===== src/verilog/core_pkg.sv =====
// ====================
// Core widths, opcode and class encodings
// Decode stage and retire record structs
// ====================
package core_pkg;

    localparam int xlen           = 32;
    localparam int reg_addr_width = 5;

    typedef logic [xlen-1:0]           word_t;
    typedef logic [reg_addr_width-1:0] reg_addr_t;

    // Major opcodes handled by the core
    typedef enum logic [6:0] {
        opc_op     = 7'b0110011,  // Register-register
        opc_op_imm = 7'b0010011,  // Register-immediate
        opc_lui    = 7'b0110111,
        opc_auipc  = 7'b0010111,
        opc_jal    = 7'b1101111,
        opc_jalr   = 7'b1100111,
        opc_branch = 7'b1100011
    } opcode_t;

    typedef enum logic [3:0] {
        alu_add,
        alu_sub,
        alu_sll,
        alu_slt,
        alu_sltu,
        alu_xor,
        alu_srl,
        alu_sra,
        alu_or,
        alu_and
    } alu_op_t;

    // Format class, JALR split out from I since it jumps
    typedef enum logic [2:0] {
        class_r,
        class_i,
        class_u,
        class_j,
        class_b,
        class_jalr,
        class_bad  // Unknown opcode
    } inst_class_t;

    typedef struct packed {
        word_t       pc;
        inst_class_t inst_class;
        alu_op_t     alu_op;
        logic [2:0]  funct3;
        logic        is_lui;  // Operand A is zero instead of pc
        reg_addr_t   rd;
        reg_addr_t   rs1;
        reg_addr_t   rs2;
        word_t       imm;
    } decoded_t;

    typedef struct packed {
        word_t     pc;
        word_t     next_pc;
        reg_addr_t rd;
        word_t     wdata;
        logic      we;       // Never set for x0
        logic      illegal;
    } retire_t;

endpackage


===== src/verilog/alu.sv =====
// ====================
// Integer ALU, ten operations
// ====================
module alu (
    input  core_pkg::alu_op_t op,
    input  core_pkg::word_t   a,
    input  core_pkg::word_t   b,
    output core_pkg::word_t   result
);
    import core_pkg::*;

    logic [4:0] shamt;

    assign shamt = b[4:0];  // Upper bits ignored per ISA

    always_comb begin
        case (op)
            alu_add:  result = a + b;
            alu_sub:  result = a - b;
            alu_sll:  result = a << shamt;
            alu_slt:  result = word_t'($signed(a) < $signed(b));
            alu_sltu: result = word_t'(a < b);
            alu_xor:  result = a ^ b;
            alu_srl:  result = a >> shamt;
            alu_sra:  result = word_t'($signed(a) >>> shamt);  // Sign fill
            alu_or:   result = a | b;
            alu_and:  result = a & b;
            default:  result = '0;
        endcase
    end

endmodule


===== src/verilog/exec_unit.sv =====
// ====================
// Execute stage with branch resolution and retire record
// ====================
module exec_unit (
    input  logic               clk,
    input  logic               reset,
    input  logic               dec_valid,
    input  core_pkg::decoded_t dec,
    input  core_pkg::word_t    rs1_data,
    input  core_pkg::word_t    rs2_data,
    output core_pkg::word_t    alu_a,
    output core_pkg::word_t    alu_b,
    output core_pkg::alu_op_t  alu_op,
    input  core_pkg::word_t    alu_result,
    output logic               retire_valid,
    output core_pkg::retire_t  retire
);
    import core_pkg::*;

    word_t pc_plus4;
    logic  taken;
    word_t next_pc;
    word_t wdata;
    logic  writes;

    assign pc_plus4 = dec.pc + word_t'(4);
    assign alu_op   = dec.alu_op;

    always_comb begin
        alu_a = rs1_data;
        alu_b = dec.imm;
        case (dec.inst_class)
            class_j, class_b: alu_a = dec.pc;  // Jump and branch targets
            class_u:          alu_a = dec.is_lui ? '0 : dec.pc;
            class_r:          alu_b = rs2_data;
            default:          alu_b = dec.imm;  // I and JALR keep rs1 plus imm
        endcase
    end

    always_comb begin
        case (dec.funct3)
            3'b000:  taken = rs1_data == rs2_data;                  // BEQ
            3'b001:  taken = rs1_data != rs2_data;                  // BNE
            3'b100:  taken = $signed(rs1_data) < $signed(rs2_data);  // BLT
            3'b101:  taken = $signed(rs1_data) >= $signed(rs2_data); // BGE
            3'b110:  taken = rs1_data < rs2_data;                   // BLTU
            3'b111:  taken = rs1_data >= rs2_data;                  // BGEU
            default: taken = 1'b0;
        endcase
    end

    always_comb begin
        case (dec.inst_class)
            class_j:    next_pc = alu_result;
            class_b:    next_pc = taken ? alu_result : pc_plus4;
            class_jalr: next_pc = {alu_result[xlen-1:1], 1'b0};
            default:    next_pc = pc_plus4;  // Unknown opcodes fall through too
        endcase
    end

    // Link address for jumps, ALU result otherwise
    always_comb begin
        wdata  = alu_result;
        writes = 1'b0;
        case (dec.inst_class)
            class_j, class_jalr: begin
                wdata  = pc_plus4;
                writes = 1'b1;
            end
            class_r, class_i, class_u: writes = 1'b1;
            default:                   writes = 1'b0;
        endcase
    end

    always_ff @(posedge clk or posedge reset) begin
        if (reset) begin
            retire_valid <= 1'b0;
        end else begin
            retire_valid <= dec_valid;
        end
    end

    always_ff @(posedge clk) begin
        if (dec_valid) begin
            retire.pc      <= dec.pc;
            retire.next_pc <= next_pc;
            retire.rd      <= dec.rd;
            retire.wdata   <= wdata;
            retire.we      <= writes && dec.rd != '0;
            retire.illegal <= dec.inst_class == class_bad;
        end
    end

endmodule


===== src/verilog/inst_decoder.sv =====
// ====================
// Instruction decoder and decode stage register
// ====================
module inst_decoder (
    input  logic               clk,
    input  logic               reset,
    input  logic               inst_valid,
    input  core_pkg::word_t    inst,
    input  core_pkg::word_t    fetch_pc,
    output logic               dec_valid,
    output core_pkg::decoded_t dec
);
    import core_pkg::*;

    opcode_t     opcode;
    logic [2:0]  funct3;
    inst_class_t inst_class;
    alu_op_t     alu_op;
    word_t       imm;

    assign opcode = opcode_t'(inst[6:0]);
    assign funct3 = inst[14:12];

    always_comb begin
        case (opcode)
            opc_op:             inst_class = class_r;
            opc_op_imm:         inst_class = class_i;
            opc_lui, opc_auipc: inst_class = class_u;
            opc_jal:            inst_class = class_j;
            opc_jalr:           inst_class = class_jalr;
            opc_branch:         inst_class = class_b;
            default:            inst_class = class_bad;
        endcase
    end

    // Sign-extended immediates per format
    always_comb begin
        case (inst_class)
            class_i, class_jalr: imm = {{20{inst[31]}}, inst[31:20]};
            class_u:             imm = {inst[31:12], 12'b0};
            class_j: imm = {{12{inst[31]}}, inst[19:12], inst[20], inst[30:21], 1'b0};
            class_b: imm = {{20{inst[31]}}, inst[7], inst[30:25], inst[11:8], 1'b0};
            default:             imm = '0;  // R and unknown
        endcase
    end

    // U, J, B and JALR all need an add
    always_comb begin
        alu_op = alu_add;
        if (inst_class == class_r || inst_class == class_i) begin
            case (funct3)
                3'b000:  alu_op = (inst_class == class_r && inst[30]) ? alu_sub : alu_add;
                3'b001:  alu_op = alu_sll;
                3'b010:  alu_op = alu_slt;
                3'b011:  alu_op = alu_sltu;
                3'b100:  alu_op = alu_xor;
                3'b101:  alu_op = inst[30] ? alu_sra : alu_srl;  // SRAI too
                3'b110:  alu_op = alu_or;
                default: alu_op = alu_and;
            endcase
        end
    end

    always_ff @(posedge clk or posedge reset) begin
        if (reset) begin
            dec_valid <= 1'b0;
        end else begin
            dec_valid <= inst_valid;
        end
    end

    always_ff @(posedge clk) begin
        if (inst_valid) begin
            dec.pc         <= fetch_pc;
            dec.inst_class <= inst_class;
            dec.alu_op     <= alu_op;
            dec.funct3     <= funct3;
            dec.is_lui     <= opcode == opc_lui;
            dec.rd         <= inst[11:7];
            dec.rs1        <= inst[19:15];
            dec.rs2        <= inst[24:20];
            dec.imm        <= imm;
        end
    end

endmodule


===== src/verilog/pc_unit.sv =====
// ====================
// Program counter register
// ====================
module pc_unit #(
    parameter core_pkg::word_t reset_pc = 32'h8000_0000
) (
    input  logic            clk,
    input  logic            reset,
    input  logic            retire_valid,
    input  core_pkg::word_t next_pc,
    output core_pkg::word_t fetch_pc
);

    // Holds the pc of the instruction being fetched or in flight.
    // It only moves when the current instruction retires, so the
    // fetcher sees the redirect in the cycle after retire_valid
    always_ff @(posedge clk or posedge reset) begin
        if (reset) begin
            fetch_pc <= reset_pc;  // Boot vector
        end else if (retire_valid) begin
            fetch_pc <= next_pc;   // Sequential, jump or branch target
        end
    end

endmodule


===== src/verilog/reg_file.sv =====
// ====================
// 32 x 32 integer register file
// ====================
module reg_file (
    input  logic                clk,
    input  logic                reset,
    input  core_pkg::reg_addr_t rs1,
    input  core_pkg::reg_addr_t rs2,
    output core_pkg::word_t     rs1_data,
    output core_pkg::word_t     rs2_data,
    input  logic                we,
    input  core_pkg::reg_addr_t rd,
    input  core_pkg::word_t     wdata
);
    import core_pkg::*;

    word_t regs [32];

    always_ff @(posedge clk or posedge reset) begin
        if (reset) begin
            for (int i = 0; i < 32; i++) begin
                regs[i] <= '0;
            end
        end else if (we && rd != '0) begin  // x0 is hardwired
            regs[rd] <= wdata;
        end
    end

    // Combinational read ports
    assign rs1_data = regs[rs1];
    assign rs2_data = regs[rs2];

endmodule


===== src/verilog/riscv_core_top.sv =====
// ====================
// Single-issue RV32I core top level
// ====================
module riscv_core_top #(
    parameter core_pkg::word_t reset_pc = 32'h8000_0000
) (
    input  logic              clk,
    input  logic              reset,
    input  logic              inst_valid,
    input  core_pkg::word_t   inst,
    output core_pkg::word_t   fetch_pc,
    output logic              retire_valid,
    output core_pkg::retire_t retire
);
    import core_pkg::*;

    logic     dec_valid;
    decoded_t dec;
    word_t    rs1_data;
    word_t    rs2_data;
    word_t    alu_a;
    word_t    alu_b;
    alu_op_t  alu_op;
    word_t    alu_result;

    pc_unit #(
        .reset_pc(reset_pc)
    ) i_pc_unit (
        .clk         (clk),
        .reset       (reset),
        .retire_valid(retire_valid),
        .next_pc     (retire.next_pc),
        .fetch_pc    (fetch_pc)
    );

    // Decode stage, one cycle after the fetch strobe
    inst_decoder i_inst_decoder (
        .clk       (clk),
        .reset     (reset),
        .inst_valid(inst_valid),
        .inst      (inst),
        .fetch_pc  (fetch_pc),
        .dec_valid (dec_valid),
        .dec       (dec)
    );

    reg_file i_reg_file (
        .clk     (clk),
        .reset   (reset),
        .rs1     (dec.rs1),
        .rs2     (dec.rs2),
        .rs1_data(rs1_data),
        .rs2_data(rs2_data),
        .we      (retire_valid & retire.we),  // Write on the retire strobe only
        .rd      (retire.rd),
        .wdata   (retire.wdata)
    );

    exec_unit i_exec_unit (
        .clk         (clk),
        .reset       (reset),
        .dec_valid   (dec_valid),
        .dec         (dec),
        .rs1_data    (rs1_data),
        .rs2_data    (rs2_data),
        .alu_a       (alu_a),
        .alu_b       (alu_b),
        .alu_op      (alu_op),
        .alu_result  (alu_result),
        .retire_valid(retire_valid),
        .retire      (retire)
    );

    alu i_alu (
        .op    (alu_op),
        .a     (alu_a),
        .b     (alu_b),
        .result(alu_result)
    );

endmodule

===== config.mk =====
export PLATFORM = sky130hd
export DESIGN_NAME = riscv_core_top
export DESIGN_NICKNAME = d
export VERILOG_FILES = /design/src/verilog/core_pkg.sv /design/src/verilog/alu.sv /design/src/verilog/exec_unit.sv /design/src/verilog/inst_decoder.sv /design/src/verilog/pc_unit.sv /design/src/verilog/reg_file.sv /design/src/verilog/riscv_core_top.sv
export SDC_FILE = /design/constraint.sdc
export NUM_CORES = 2
export LEC_CHECK = 0
export BUFFER_PORTS_ARGS = -buffer_cell sky130_fd_sc_hd__buf_2
export CAP_MARGIN = 15
export CORE_MARGIN = 2
export CORE_UTILIZATION = 45
export CTS_BUF_LIST = sky130_fd_sc_hd__clkbuf_4
export DETAILED_ROUTE_END_ITERATION = 12
export SKIP_CTS_REPAIR_TIMING = 1
export SYNTH_ARGS = -nofsm -noshare
export SYNTH_HDL_FRONTEND = slang
export SYNTH_SLANG_ARGS = --single-unit
export TNS_END_PERCENT = 20

===== constraint.sdc =====
create_clock -name clk -period 82.4 [get_ports clk]
set_input_delay 8.24 -clock clk [delete_from_list [all_inputs] [get_ports clk]]
set_output_delay 8.24 -clock clk [all_outputs]
set_load 0.05 [all_outputs]

==> metrics.txt <==
Top Ports 171; die area 0.167 mm²; number of warnings issued by yosys 0; RSZ-0062 raised after global routing no; Max clock buf depth 4; hold crit path type reg -> reg; Die Span Y 408 µm; Sink Count 1251; Avg Cell Area, Syn 12.5 µm²; post-synthesis sequential area ratio 43.8%; Synth area leader dfrtp_1; crit share post-route 14.0%; min Tclk post-route 11.56 ns; Critical Path AT 12.80 ns; initial core utilization 45.3%; First DRT Iteration DRCs 6225; area delta synth->final 9.46%; Port Buffers 170; Post-synth EDFFs 193; Synth Instances 5873; first-pass GRT wire length 398 mm; outcome finished, final reports clean; Mapped Nets 6040; setup TNS 0 ns; largest net degree at the start of global routing 170; worst reg-to-reg path cell count 18; final hold violations 0; die width 408 µm; vias in the first global route 54400; Max Cap Viol 0; Worst-Skew Late Latency 1.38 ns; Required @ worst endpoint 83.63 ns; type of origin of the critical path input pin; GRT Residual Overflow 0; DP HPWL 171 mm; PnR worst setup slack 70.84 ns; fin nets 6154; Yosys top cell area share 35.9%; Filler cells 14700; num rows 148; routed vias/inst 6.54; Peak VDD IR 0.0000190 V; CTS Root Cell clkbuf_4; Slew Limit Headroom 17.9%; final wirelength 278 mm; Num CTS Buffers 349; global-route usage over all layers 32.8%; Max H-tree Level 5; Final ANT Viol Nets 0; iteration count of the initial detailed-routing pass 9; DR vias 55000; final instance area 0.0806 mm²; Hold Crit Depth 0; Leakage 0.0372 µW; Overall Power 2000 µW; DP Worst Slack 69.43 ns; Final Setup Violations 0; Max FO, Critical Path 103; fraction of registers with async set/reset 84.6%; Worst Max-Slew Pin Slew 1.23 ns; Routed wire per std cell 33.0 µm; Top FF cell, synth dfrtp_1; share of cells above drive strength 1 37.4%; commonest cells after routing, fill and taps aside mux2_2 (1055), dfrtp_1 (1055), mux2i_1 (740); final core utilization 49.6%; f_max 86.5 MHz; initial antenna violation count 12; Distinct cells, synth 97; Power per Cell Area 24.9 mW/mm²; main area contributors after synthesis dfrtp_1 (36%), mux2_2 (16%), mux2i_1 (10%); post-synthesis cell area 0.0736 mm²; placer congestion estimate 1.06; register bit total from synthesis 1251; max-slew violations 0; Residual DRC 0; CTS tree done; core area 0.163 mm²; CTS clk-pin slew, worst paths 0.07 ns; clk_skew 0.142 ns; critical path class in -> async; crit end category async pin; placed inst area 0.0761 mm²
==> cell usage after synthesis (all sizes together) (29+ instances only) <==
library cell	instances
mux2i	742
nor3	54
a21o	83
nand3	40
nor2	218
o22ai	33
xnor2	35
mux2	1056
a22oi	327
edfxtp	193
nor4	42
a211oi	29
a21oi	262
ha	130
inv	108
o21ai	75
dfrtp	1057
clkbuf	329
nand2	170
mux4	299
buf	228
==> power breakdown <==
group	leakage [µW]	internal, µW	switching [µW]	total (µW)
clock network	0.00258	294	273	566
logic	0.0185	258	331	588
registers	0.0161	746	104	849
total	0.0372	1300	707	2000
==> worst paths after layout <==
check	startpoint	end	slack, ns
setup / recovery	reset	i_inst_decoder.dec_valid	70.84
hold / removal	i_reg_file.regs[1001]	i_reg_file.regs[1001]	0.39
setup reg to reg	i_inst_decoder.dec[32]	i_exec_unit.retire[56]	71.66
hold reg to reg	i_reg_file.regs[1001]	i_reg_file.regs[1001]	0.39
max in group clk	i_exec_unit.retire[15]	retire[15]	71.17
min in group asynchronous	reset	i_reg_file.regs[728]	7.05
==> per-layer routing <==
metal | global-route usage, % | share of wire [%]
met1 | 44.2 | 41
met3 | 8.88 | 9.7
met2 | 48.9 | 44
met4 | 16.1 | 5.3
met5 | 0 | 0.023
==> final cells by class <==
class,count,area (µm²),share of cell area (%)
well taps,2175,2720,3.38
diodes,9,22.5,0.0280
repair buffers,320,2170,2.69
flip-flops and latches,1251,32300,40.1
clock buffers,522,3920,4.86
clock inverters,77,353,0.438
inverters,109,424,0.526
multi-input cells,3956,38700,48.0
==> critical path, stage by stage <==
cell and delay [ns]:
buf_2 0.13, inv_8 0.49, buf_4 0.77, buf_4 0.76, buf_4 0.71, buf_4 0.71
buf_4 0.66
==> state kept, by name, summed over array words and instances, names as in the netlist <==
signal                    count
i_exec_unit.retire_valid      1
i_inst_decoder.dec_valid      1
i_pc_unit.fetch_pc           32
i_exec_unit.retire          103
i_reg_file.regs            1024
i_inst_decoder.dec           90
==> through the flow <==
stage / hold slack [ns] / cells
global placement: 0.380 / 7801
global route: 0.414 / 8414
floorplan: 0.427 / 5873
detailed placement: 0.384 / 7802
finish: 0.395 / 8419
CTS: 0.399 / 8401
==> logic make-up after synthesis <==
group | Yosys count | synth area share [%]
adders and majority gates | 132 | 2.26
AOI/OAI and AO/OA | 1008 | 9.46
and+or+nand+nor | 666 | 4.38
muxes | 2097 | 35.4
buffers and inverters | 666 | 4.02
xor gates and xnor gates | 53 | 0.631
DFF | 1251 | 43.8
Note: power is estimated with default switching activity, not from simulation.
